===== config.mk =====
export PLATFORM = sky130hd
export DESIGN_NAME = dcache_miss_unit
export DESIGN_NICKNAME = d
export VERILOG_FILES = /design/src/rtl/memory_pkg.sv /design/src/rtl/one_hot_encoder.sv /design/src/rtl/dcache_mshr.sv /design/src/rtl/dcache_miss_ctrl.sv /design/src/rtl/dcache_miss_unit.sv
export VERILOG_INCLUDE_DIRS = /design/src /design/src/rtl
export SDC_FILE = /design/constraint.sdc
export NUM_CORES = 1
export LEC_CHECK = 0
export ABC_AREA = 1
export BUFFER_PORTS_ARGS = -buffer_cell sky130_fd_sc_hd__buf_2
export CORE_ASPECT_RATIO = 0.7
export CORE_UTILIZATION = 64
export DETAILED_ROUTE_END_ITERATION = 7
export PLACE_DENSITY = 0.92
export RECOVER_POWER = 100
export SYNTH_ARGS = -nofsm -noshare
export SYNTH_HDL_FRONTEND = slang
export SYNTH_SLANG_ARGS = --single-unit

===== constraint.sdc =====
create_clock -name clk_i -period 8.5 [get_ports clk_i]
set_clock_uncertainty 0.15 [all_clocks]
set_input_delay 0.425 -clock clk_i [delete_from_list [all_inputs] [get_ports clk_i]]
set_output_delay 0.425 -clock clk_i [all_outputs]
set_load 0.005 [all_outputs]

===== src/rtl/mshr_consts.svh =====
// -------------------
// Size constants of the L1 data cache miss tracking
// Included by the package and by the MSHR register file
// -------------------

`ifndef MSHR_CONSTS_SVH
`define MSHR_CONSTS_SVH

// Number of MSHR entries
// Any power of two of 2 or more
`define L1C_MSHR_ENTRIES 4

// Width of a cache line address
// Byte offset inside the line is already stripped
`define LINE_ADDR_W 26

`endif


===== src/rtl/memory_pkg.sv =====
// -------------------
// Shared types of the L1 data cache miss unit
// Line address, pending count and the strobe groups
// between pipeline, MSHR and L2
// -------------------

`include "mshr_consts.svh"

package memory_pkg;

  // Cache line address
  typedef logic [`LINE_ADDR_W-1:0] line_addr_t;

  // Count of valid and waiting entries, 0 up to the entry count
  typedef logic [$clog2(`L1C_MSHR_ENTRIES):0] mshr_pending_req_t;

  // Miss from the d1 stage of the pipeline
  typedef struct packed {
    logic       valid;
    line_addr_t line_addr;
  } miss_req_t;

  // Returning line from L2
  typedef struct packed {
    logic       valid;
    line_addr_t line_addr;
  } refill_t;

  // Line read request toward L2
  typedef struct packed {
    logic       valid;
    line_addr_t line_addr;
  } l2_req_t;

endpackage


===== src/rtl/one_hot_encoder.sv =====
// -------------------
// Priority encoder returning the lowest set bit index
// Zero when no bit is set, callers qualify with their own any-set
// -------------------

`timescale 1ns/1ps

module one_hot_encoder #(
  parameter int D = 4,
  parameter int E = 2
) (
  input  logic [D-1:0] mh_decoded_i,
  output logic [E-1:0] oh_encoded_o
);

  // Scan from the top down so the lowest set bit is written last
  always_comb begin
    oh_encoded_o = '0;
    for (int k = D - 1; k >= 0; k--) begin
      if (mh_decoded_i[k]) begin
        oh_encoded_o = E'(k);
      end
    end
  end

  // Output must be able to index every input bit
  initial begin
    assert (2 ** E >= D)
      else $error("one_hot_encoder output too narrow for input");
  end

endmodule


===== src/rtl/dcache_mshr.sv =====
// -------------------
// Miss status holding registers of the L1 data cache
// One entry per outstanding line, driven by single operations
// from the miss controller, one per clock edge
// -------------------

`timescale 1ns/1ps

`include "mshr_consts.svh"

module dcache_mshr (
  input  logic                          clk_i,
  input  logic                          rst_ni,
  // Operations, priority clear-all > add > put-wait > clear-hit
  input  logic                          clr_all_i,
  input  logic                          add_line_addr_i,
  input  logic                          put_wait_read_line_i,
  input  logic                          clr_hit_line_i,
  // Compare address, also the line written on add
  input  memory_pkg::line_addr_t        line_addr_i,
  // Next line still to be requested from L2
  output memory_pkg::line_addr_t        mshr_l2c_line_addr_o,
  // State
  output logic                          hit_o,
  output logic                          req_available_o,
  output logic                          full_o,
  output memory_pkg::mshr_pending_req_t pending_req_o
);

  localparam int ENTRIES = `L1C_MSHR_ENTRIES;
  localparam int IDX_W   = $clog2(ENTRIES);

  // Stored line addresses
  memory_pkg::line_addr_t line_addr_q [ENTRIES];

  // Entry holds a miss
  logic [ENTRIES-1:0] valid_q;
  // Request for the entry has gone to L2
  logic [ENTRIES-1:0] wait_q;

  // Entry match on the compare address
  logic [ENTRIES-1:0] hit_vec;
  // Free entries
  logic [ENTRIES-1:0] free_vec;
  // Valid but not yet requested
  logic [ENTRIES-1:0] ready_vec;
  // Valid and requested, counted as pending
  logic [ENTRIES-1:0] pending_vec;

  // Selected entries for each operation
  logic [IDX_W-1:0] new_idx;
  logic [IDX_W-1:0] req_idx;
  logic [IDX_W-1:0] hit_idx;

  // Valid and wait bits follow the prioritized operations
  always_ff @(posedge clk_i or negedge rst_ni) begin
    if (!rst_ni) begin
      valid_q <= '0;
      wait_q  <= '0;
    end else if (clr_all_i) begin
      valid_q <= '0;
      wait_q  <= '0;
    end else if (add_line_addr_i) begin
      valid_q[new_idx] <= 1'b1;
      wait_q[new_idx]  <= 1'b0;
    end else if (put_wait_read_line_i) begin
      wait_q[req_idx] <= 1'b1;
    end else if (clr_hit_line_i) begin
      valid_q[hit_idx] <= 1'b0;
      wait_q[hit_idx]  <= 1'b0;
    end
  end

  // Address payload, only written when an add is applied
  always_ff @(posedge clk_i) begin
    if (add_line_addr_i && !clr_all_i) begin
      line_addr_q[new_idx] <= line_addr_i;
    end
  end

  // Compare the presented line against every valid entry
  always_comb begin
    for (int k = 0; k < ENTRIES; k++) begin
      hit_vec[k] = valid_q[k] && (line_addr_q[k] == line_addr_i);
    end
  end

  assign free_vec    = ~valid_q;
  assign ready_vec   = valid_q & ~wait_q;
  assign pending_vec = valid_q & wait_q;

  // Lowest free slot for the next add
  one_hot_encoder #(
    .D(ENTRIES),
    .E(IDX_W)
  ) free_encoder_inst (
    .mh_decoded_i(free_vec),
    .oh_encoded_o(new_idx)
  );

  // Lowest entry still to be requested
  one_hot_encoder #(
    .D(ENTRIES),
    .E(IDX_W)
  ) req_encoder_inst (
    .mh_decoded_i(ready_vec),
    .oh_encoded_o(req_idx)
  );

  // Entry that matched the compare address
  one_hot_encoder #(
    .D(ENTRIES),
    .E(IDX_W)
  ) hit_encoder_inst (
    .mh_decoded_i(hit_vec),
    .oh_encoded_o(hit_idx)
  );

  assign mshr_l2c_line_addr_o = line_addr_q[req_idx];
  assign hit_o                = |hit_vec;
  assign req_available_o      = |ready_vec;
  assign full_o               = &valid_q;

  // Population count of the requested entries
  always_comb begin
    pending_req_o = '0;
    for (int k = 0; k < ENTRIES; k++) begin
      if (pending_vec[k]) begin
        pending_req_o = pending_req_o + memory_pkg::mshr_pending_req_t'(1);
      end
    end
  end
endmodule


===== src/rtl/dcache_miss_ctrl.sv =====
// -------------------
// Miss controller of the L1 data cache
// Turns misses, refills and L2 slots into one MSHR operation
// per cycle, purely combinational
// -------------------

`timescale 1ns/1ps

module dcache_miss_ctrl (
  // Pipeline and L2 side
  input  logic                   flush_i,
  input  memory_pkg::miss_req_t  miss_i,
  input  memory_pkg::refill_t    refill_i,
  input  logic                   l2_stall_i,
  // MSHR state
  input  logic                   mshr_hit_i,
  input  logic                   mshr_req_available_i,
  input  logic                   mshr_full_i,
  input  memory_pkg::line_addr_t mshr_req_addr_i,
  // MSHR operations
  output logic                   mshr_clr_all_o,
  output logic                   mshr_add_o,
  output logic                   mshr_put_wait_o,
  output logic                   mshr_clr_hit_o,
  output memory_pkg::line_addr_t mshr_cmp_addr_o,
  // Responses
  output logic                   stall_o,
  output logic                   merged_o,
  output memory_pkg::l2_req_t    l2_req_o
);

  // Refill owns the single compare port when present
  logic refill_act;
  // Miss that can use the compare result this cycle
  logic miss_act;
  // Request slot toward L2
  logic req_go;

  assign refill_act = refill_i.valid && !flush_i;
  assign miss_act   = miss_i.valid && !flush_i && !refill_i.valid;

  // Compare address shared between refill and miss
  assign mshr_cmp_addr_o = refill_i.valid ? refill_i.line_addr : miss_i.line_addr;

  // Flush wipes every entry
  assign mshr_clr_all_o = flush_i;

  // Refill retires only a matching entry
  // Without a match the hit encoder would point at entry 0
  assign mshr_clr_hit_o = refill_act && mshr_hit_i;

  // Secondary miss joins the outstanding line
  assign merged_o = miss_act && mshr_hit_i;

  // Primary miss takes a free slot
  assign mshr_add_o = miss_act && !mshr_hit_i && !mshr_full_i;

  // Miss held upstream on flush, refill or a full MSHR
  always_comb begin
    stall_o = 1'b0;
    if (miss_i.valid) begin
      if (flush_i || refill_i.valid) begin
        stall_o = 1'b1;
      end else if (!mshr_hit_i && mshr_full_i) begin
        stall_o = 1'b1;
      end
    end
  end

  // L2 request only in cycles with no other MSHR operation
  assign req_go = mshr_req_available_i && !l2_stall_i && !flush_i
                  && !refill_i.valid && !mshr_add_o;

  // Entry is marked waiting on the same edge as the request
  assign mshr_put_wait_o = req_go;

  assign l2_req_o.valid     = req_go;
  assign l2_req_o.line_addr = mshr_req_addr_i;

endmodule


===== src/rtl/dcache_miss_unit.sv =====
// -------------------
// Top of the L1 data cache miss unit
// Connects the miss controller and the MSHR between
// the cache pipeline and L2
// -------------------

`timescale 1ns/1ps

module dcache_miss_unit (
  input  logic                          clk_i,
  input  logic                          rst_ni,
  input  logic                          flush_i,
  input  memory_pkg::miss_req_t         miss_i,
  input  memory_pkg::refill_t           refill_i,
  input  logic                          l2_stall_i,
  output logic                          stall_o,
  output logic                          merged_o,
  output memory_pkg::l2_req_t           l2_req_o,
  output logic                          full_o,
  output memory_pkg::mshr_pending_req_t pending_o
);

  // Controller to MSHR operations
  logic                   clr_all;
  logic                   add_line;
  logic                   put_wait;
  logic                   clr_hit;
  memory_pkg::line_addr_t cmp_addr;

  // MSHR state back to the controller
  logic                   hit;
  logic                   req_available;
  memory_pkg::line_addr_t req_addr;

  dcache_miss_ctrl dcache_miss_ctrl_inst (
    .flush_i             (flush_i),
    .miss_i              (miss_i),
    .refill_i            (refill_i),
    .l2_stall_i          (l2_stall_i),
    .mshr_hit_i          (hit),
    .mshr_req_available_i(req_available),
    .mshr_full_i         (full_o),
    .mshr_req_addr_i     (req_addr),
    .mshr_clr_all_o      (clr_all),
    .mshr_add_o          (add_line),
    .mshr_put_wait_o     (put_wait),
    .mshr_clr_hit_o      (clr_hit),
    .mshr_cmp_addr_o     (cmp_addr),
    .stall_o             (stall_o),
    .merged_o            (merged_o),
    .l2_req_o            (l2_req_o)
  );

  dcache_mshr dcache_mshr_inst (
    .clk_i               (clk_i),
    .rst_ni              (rst_ni),
    .clr_all_i           (clr_all),
    .add_line_addr_i     (add_line),
    .put_wait_read_line_i(put_wait),
    .clr_hit_line_i      (clr_hit),
    .line_addr_i         (cmp_addr),
    .mshr_l2c_line_addr_o(req_addr),
    .hit_o               (hit),
    .req_available_o     (req_available),
    .full_o              (full_o),
    .pending_req_o       (pending_o)
  );
endmodule


==> run metrics, run 1 <==
die height 91.4 um; layout cells sized above 1 0.0913; Synth Area in Compound Gates 0.0842; Slew Limit Fails 66; Top cell by count, worst path nand2_1; largest family of logic cells by synthesized area simple AND/OR/NAND/NOR gates; failing checks max-capacitance violations, max-slew violations; grt total ovfl 0; initial antenna violation count 0; Post-Synthesis Cells 962; Worst Tran Pin Value 2.12 ns; Crit Path Category input port to flop; detailed-route DRC error count 0; Die X 130 um; final setup fails 0; LEAKAGE 3.87 nW; fraction of the mapped netlist area in adder cells 0.00513; total number of yosys warnings 0; Max Cap Viol 2; fin nets 1,108; GPL Wtd Cong 0.949; Initial Util 0.662; worst-case clock buffer depth 2; DR pass1 iterations 5; Core ar. 0.0111 mm^2; Worst path slowest cell clkbuf_1; final core utilization 0.716; setup TNS 0 ns; Seq pwr share 0.510; Tot GR Track Use 0.386; combinational share of power 0.126; Post-DRT Antenna Nets 0; post-CTS sizing 0; R2R Setup Slk 3.42 ns; post-synthesis mux area share 0.00154; Critical Path AT 6.13 ns; #FFs+latches synth 112; vias in the first global route 6,526; internal power 0.000888 W; HP Start flush_i; Synth Area in XOR/XNOR 0.00599; crit-path cells clkbuf_1 -> nand2_1 -> nand2_1 -> nand2_1 -> nand2_1 -> nor2_1 -> nand2_1 -> nor2_1 -> nand2_1 -> nor2_1 -> nor2_1 -> nand3_1 -> nor2_1 -> buf_4; CTS clk-pin slew, worst paths 0.08 ns; ant diodes 0; Net Switching 0.000325 W; Hold Path Class input port to flop; Clock power frac 0.364; Syn Area/Cell 7.60 um^2; Syn-to-layout area delta 8.13%; cell area after synthesis 0.00731 mm^2; final hold vios 0; number of fill cells 935; reg2reg start dcache_mshr_inst.valid_q[2]; EDFF count, synth 104; period utilization 0.733; Max VDD drop 0.000106 V; CTS Sinks 112; Clock Latency Late Sink 0.37 ns; largest net degree at the start of global routing 54; RSZ-0062 raised after global routing no; Place WS 4.16 ns; status complete, but fails checks; 1st-iter DRT viols 1,053; Port-buffer cells 90; Worst Reg-to-Reg Cells 11; WL final 21,900 um; async set-reset flop share out of synthesis 0.0714; worst setup margin 2.27 ns; Rel. slew slack -0.414; first-pass GRT wire length 33,900 um; post-route minimum period 6.23 ns; sw frac 0.268; CP Max Fanout 34; critical path required time 8.40 ns; post-DP HPWL 15,500 um; CP peak stage delay 1.49 ns; FF-to-FF End dcache_mshr_inst.wait_q[3]; CTS buffer count 9; synth unique cells 40; register area share after synthesis 0.454; Worst Setup End Kind flop; DR vias/cell 5.99; Cell Pwr Density 153 mW/mm^2; vias after detailed routing 7,213; top_reg_cell synth edfxtp_1; routed len/inst 18.2 um; hold path depth 4; Root Buffer clkbuf_16; Post-Syn Nets 1,023; num ports 91; Startpoint Class input port; Worst Hold Path EP dcache_mshr_inst.wait_q[0]; Core Rows 32; Synth Area in Simple Gates 0.352; die area 0.0119 mm^2; H-tree levels 3; CTS tree built; timing-limited maximum frequency 0.161 GHz
[cell usage after synthesis (2+ instances only)]
master,n,area (um^2)
ha_1,3,37.5
buf_1,2,7.51
edfxtp_1,104,3120
nor2_1,72,270
xor2_1,5,43.8
nand4_1,3,18.8
buf_4,2,15.0
nor3_1,3,15.0
nand2_4,10,113
nor2_2,4,25.0
nand2_1,302,1130
o221ai_1,23,201
o21ai_0,29,145
o211ai_1,4,30.0
dfrtp_1,8,200
nand2_2,42,263
clkbuf_1,11,41.3
buf_6,5,56.3
a31oi_1,2,12.5
inv_2,3,11.3
nand3_1,128,641
o21ai_1,3,15.0
a21oi_1,32,160
inv_1,139,522
buf_12,2,40.0
nand3b_1,7,52.6
[layout make-up]
| class | count | area [um^2] | area share |
|---|---|---|---|
| clock buffers | 9 | 225 | 0.0285 |
| well taps | 153 | 191 | 0.0242 |
| flip-flops and latches | 112 | 3320 | 0.420 |
| inverters | 144 | 546 | 0.0690 |
| repair buffers | 97 | 473 | 0.0598 |
| multi-input cells | 683 | 3080 | 0.389 |
| clock inverters | 7 | 70.1 | 0.00886 |
[placed cells by master (no fill, tap or decap), types with 3 or more instances in the layout]
cell type	count
clkinv_1	3
o221ai_1	23
buf_2	58
nand2_1	353
clkbuf_2	9
clkbuf_16	9
buf_4	5
ha_1	3
a21oi_1	33
dfrtp_1	8
o21ai_0	31
nand3_1	129
nand4_1	3
nor2_1	75
edfxtp_1	104
o211ai_1	4
nand3b_1	7
inv_1	140
nor3_1	3
clkbuf_1	24
xor2_1	5
[worst max path at each step]
stage,end,slack [ns],cells after the start,start
2_1_floorplan,dcache_mshr_inst.line_addr_q[3][0],3.55,16,refill_i[26]
3_3_place_gp,dcache_mshr_inst.line_addr_q[1][11],4.29,12,refill_i[26]
3_5_place_dp,dcache_mshr_inst.line_addr_q[1][11],4.16,14,refill_i[26]
4_1_cts,l2_req_o[16],4.26,8,dcache_mshr_inst.valid_q[3]
5_1_grt,dcache_mshr_inst.line_addr_q[0][8],2.05,14,refill_i[26]
6_report,dcache_mshr_inst.line_addr_q[1][17],2.27,14,refill_i[26]
[layer usage]
layer  up-vias  GRT usage  share of wire
li1       3328          -              -
met3        62      0.120           0.17
met2       609      0.540           0.41
met4         0      0.115          0.023
met5         -          0              0
met1      3214      0.569           0.40
[flip-flops by register name, indices dropped and copies added (netlist names)]
name / cells
dcache_mshr_inst.line_addr_q: 104
dcache_mshr_inst.valid_q: 4
dcache_mshr_inst.wait_q: 4
[critical path, delay by kind of cell]
family	cells	cell delay, ns
and+or+nand+nor	12	3.73
buffers and inverters	2	1.93
[power by group through the flow]
stage                     registers, W  clock network, W  logic [W]
after floorplan               0.000630                 0   0.000105
after global placement        0.000631                 0   0.000153
after detailed placement      0.000631                 0   0.000157
after CTS                     0.000619          0.000436   0.000158
after global routing          0.000620          0.000459   0.000167
final                         0.000619          0.000442   0.000153
[through the flow]
step,cells,hold slack (ns),area [um^2],power (W)
after floorplan,962,-0.0206,7310,0.000734
after global placement,1188,0.136,7850,0.000784
after detailed placement,1188,0.141,7850,0.000789
after CTS,1205,0.269,8160,0.00121
after global routing,1205,0.300,7910,0.00125
final,1205,0.258,7910,0.00121
[repair_timing]
action	4_1_cts	5_1_grt
setup buffers	0	0
hold buffers	1	0
endpoints found under the hold margin	8	0
[cell families after synthesis]
| family | after synthesis |
|---|---|
| XOR/XNOR | 5 |
| multiplexers | 1 |
| AO/OA/AOI/OAI | 99 |
| buffers and inverters | 167 |
| flip-flops | 112 |
| adder cells (fa/ha/maj) | 3 |
| AND/OR/NAND/NOR | 575 |
No activity file was read; power rests on OpenSTA's default activity.
==> inputs of run 2 (changes only) <==
- CORE_UTILIZATION: 64 -> 53
- PLACE_DENSITY: 0.92 -> 0.82
- clock period: 8.5 -> 5.6 ns (I/O delays scaled with it)
==> run 2 against run 1 <==
Net effect:
- clock power up 54%
- worst setup slack worse by 1.2 ns
- largest cell class unchanged
- sequential cell count unchanged
- non-clock buffer count up 3
- the run now ends clean
- final cell count up 2.9%
==> run metrics, run 2 (synthesized netlist as in run 1, its figures left out) <==
Syn-to-layout area delta 8.95% (was 8.13%); initial antenna violation count 0 (unchanged); biggest regs dcache_mshr_inst.line_addr_q x104, dcache_mshr_inst.valid_q x4, dcache_mshr_inst.wait_q x4 (unchanged); critical path required time 5.43 ns (was 8.40 ns); num ports 91 (unchanged); internal power 0.00136 W (was 0.000888 W); max FFs per register 104 (unchanged); Worst Tran Pin Value 1.15 ns (was 2.12 ns); Worst Setup End Kind flop (unchanged); ant diodes 0 (unchanged); commonest non-fill, non-tap cell in the layout nand2_1 (unchanged); Crit Path Category input port to flop (unchanged); fin nets 1,111 (was 1,108); setup TNS 0 ns (unchanged); vias after detailed routing 6,989 (was 7,213); Net Switching 0.000497 W (was 0.000325 W); post-route insts no fill 1,240 (was 1,205); hold path depth 4 (unchanged); die area 0.0143 mm^2 (was 0.0119 mm^2); CTS Sinks 112 (unchanged); H-tree levels 3 (unchanged); grt total ovfl 0 (unchanged); HP Start flush_i (unchanged); total chip power 0.00185 W (was 0.00121 W); CTS tree built (unchanged); DP Cell Count 1,223 (was 1,188); Seq pwr share 0.507 (was 0.510); Clock power frac 0.368 (was 0.364); critical path's top delay family simple AND/OR/NAND/NOR gates (unchanged); Post-CTS Setup Inserts 0 (unchanged); Initial Util 0.549 (was 0.662); sw frac 0.268 (about the same); 1st-iter DRT viols 1,028 (was 1,053); RSZ-0062 raised after global routing no (unchanged); Rel. slew slack 0.235 (was -0.414); worst-case clock buffer depth 2 (unchanged); Startpoint Class input port (unchanged); WP buf/inv 3 (was 2); Die X 142 um (was 130 um); timing-limited maximum frequency 0.221 GHz; Tot GR Track Use 0.323 (was 0.386); Largest Register dcache_mshr_inst.line_addr_q (unchanged); Place WS 1.59 ns (was 4.16 ns); final hold vios 0 (unchanged); combinational share of power 0.124 (was 0.126); post-route minimum period 4.53 ns; Root Buffer clkbuf_16 (unchanged); first-pass GRT wire length 34,400 um (was 33,900 um); Top cell by count, worst path nand2_1 (unchanged); Core Rows 35 (was 32); period utilization 0.809; Worst Reg-to-Reg Cells 12 (was 11); number of fill cells 1,274 (was 935); Clock Latency Late Sink 0.36 ns (was 0.37 ns); CP peak stage delay 0.90 ns (was 1.49 ns); layout cells sized above 1 0.0910 (was 0.0913); status completed (was complete, but fails checks); CP Max Fanout 34 (unchanged); Core ar. 0.0133 mm^2 (was 0.0111 mm^2); Worst path slowest cell clkbuf_1 (unchanged); largest net degree at the start of global routing 53 (was 54); Max VDD drop 0.000142 V (was 0.000106 V); Hold Path Class input port to flop (unchanged); FF-to-FF End dcache_mshr_inst.wait_q[2] (was dcache_mshr_inst.wait_q[3]); Post-DRT Antenna Nets 0 (unchanged); WL final 22,300 um (was 21,900 um); register area 0.00332 mm^2 (unchanged); Max Cap Viol 0 (was 2); final setup fails 0 (unchanged); CTS clk-pin slew, worst paths 0.08 ns (about the same); area of the multi-input gates 0.00309 mm^2 (was 0.00308 mm^2); GPL Wtd Cong 0.967 (was 0.949); Slew Limit Fails 0 (was 66); DR pass1 iterations 8 (was 5); R2R Setup Slk 1.67 ns (was 3.42 ns); LEAKAGE 3.87 nW (about the same); detailed-route DRC error count 0 (unchanged); reg2reg start dcache_mshr_inst.valid_q[2] (unchanged); Critical Path AT 4.36 ns (was 6.13 ns); routed len/inst 18.0 um (was 18.2 um); vias in the first global route 6,437 (was 6,526); Worst Hold Path EP dcache_mshr_inst.wait_q[0] (unchanged); CTS buffer count 9 (unchanged); worst setup margin 1.07 ns (was 2.27 ns); Cell Pwr Density 232 mW/mm^2 (was 153 mW/mm^2); die height 100 um (was 91.4 um); post-DP HPWL 16,000 um (was 15,500 um); crit-path cells buf_2 -> inv_6 -> nand2_1 -> nand2_1 -> nand2_1 -> nand2_1 -> nand3_1 -> nor2_1 -> nand3_1 -> nor2_1 -> nor2_1 -> nand3_1 -> nor4_1 -> clkbuf_1 (was clkbuf_1 -> nand2_1 -> nand2_1 -> nand2_1 -> nand2_1 -> nor2_1 -> nand2_1 -> nor2_1 -> nand2_1 -> nor2_1 -> nor2_1 -> nand3_1 -> nor2_1 -> buf_4); DR vias/cell 5.64 (was 5.99); Port-buffer cells 90 (unchanged); most frequent cells in the layout 353 x nand2_1, 140 x inv_1, 129 x nand3_1 (unchanged)
## run 2: changes by cell type in the layout (fill, tap and decap cells not counted), sizes merged
cell	change
buf	+3
clkinv	-3
inv	+2
clkbuf	+1
## run 2: worst max path at each step
| stage | from | endpoint | slack (ns) | cells after the start |
|---|---|---|---|---|
| 3_3_place_gp | refill_i[26] | dcache_mshr_inst.line_addr_q[0][0] | 1.65 | 14 |
| 4_1_cts | dcache_mshr_inst.valid_q[2] | l2_req_o[18] | 1.81 | 9 |
| 2_1_floorplan | refill_i[26] | dcache_mshr_inst.line_addr_q[3][0] | 0.80 | 16 |
| 3_5_place_dp | refill_i[26] | dcache_mshr_inst.line_addr_q[0][0] | 1.59 | 14 |
| 6_report | refill_i[26] | dcache_mshr_inst.line_addr_q[3][0] | 1.07 | 14 |
| 5_1_grt | refill_i[26] | dcache_mshr_inst.line_addr_q[3][18] | 0.85 | 14 |
## run 2: stage by stage
stage | cell area (um^2) | utilization | hold WS [ns]
5_1_grt | 7970 | 0.599 | 0.137
4_1_cts | 8230 | 0.618 | 0.113
3_5_place_dp | 7920 | 0.595 | -0.00788
6_report | 7970 | 0.599 | 0.108
2_1_floorplan | 7310 | - | -0.166
3_3_place_gp | 7920 | 0.595 | -0.0163
## run 2: tightest hold or removal path, stage by stage
cell and delay, ns:
buf_2 0.13, nor2_1 0.06, nand3_1 0.07, nand2_1 0.04
## run 2: final cells by class
cell class,count,area share
flip-flops and latches,112,0.417
multi-input cells,683,0.387
inverters,144,0.0685
repair buffers,100,0.0600
well taps,185,0.0290
clock buffers,10,0.0287
clock inverters,6,0.00942
## run 2: what timing repair did
action	CTS	global route
endpoints found under the setup margin	0	0
hold endpoints to repair	8	0
hold buffers	1	0
resized for setup	0	0
## run 2: layer usage
layer / up-vias / GRT usage / wire, um
met5: - / 0 / 0
met4: 0 / 0.0943 / 391
met3: 40 / 0.0878 / 3380
met2: 494 / 0.452 / 8870
met1: 3119 / 0.483 / 9650
li1: 3336 / - / -
## run 2: power groups by stage
stage	clock network (W)	logic [W]	registers, W
after floorplan	0	0.000159	0.000956
after global placement	0	0.000235	0.000958
after detailed placement	0	0.000239	0.000958
after CTS	0.000682	0.000241	0.000939
after global routing	0.000711	0.000256	0.000941
final	0.000682	0.000231	0.000940
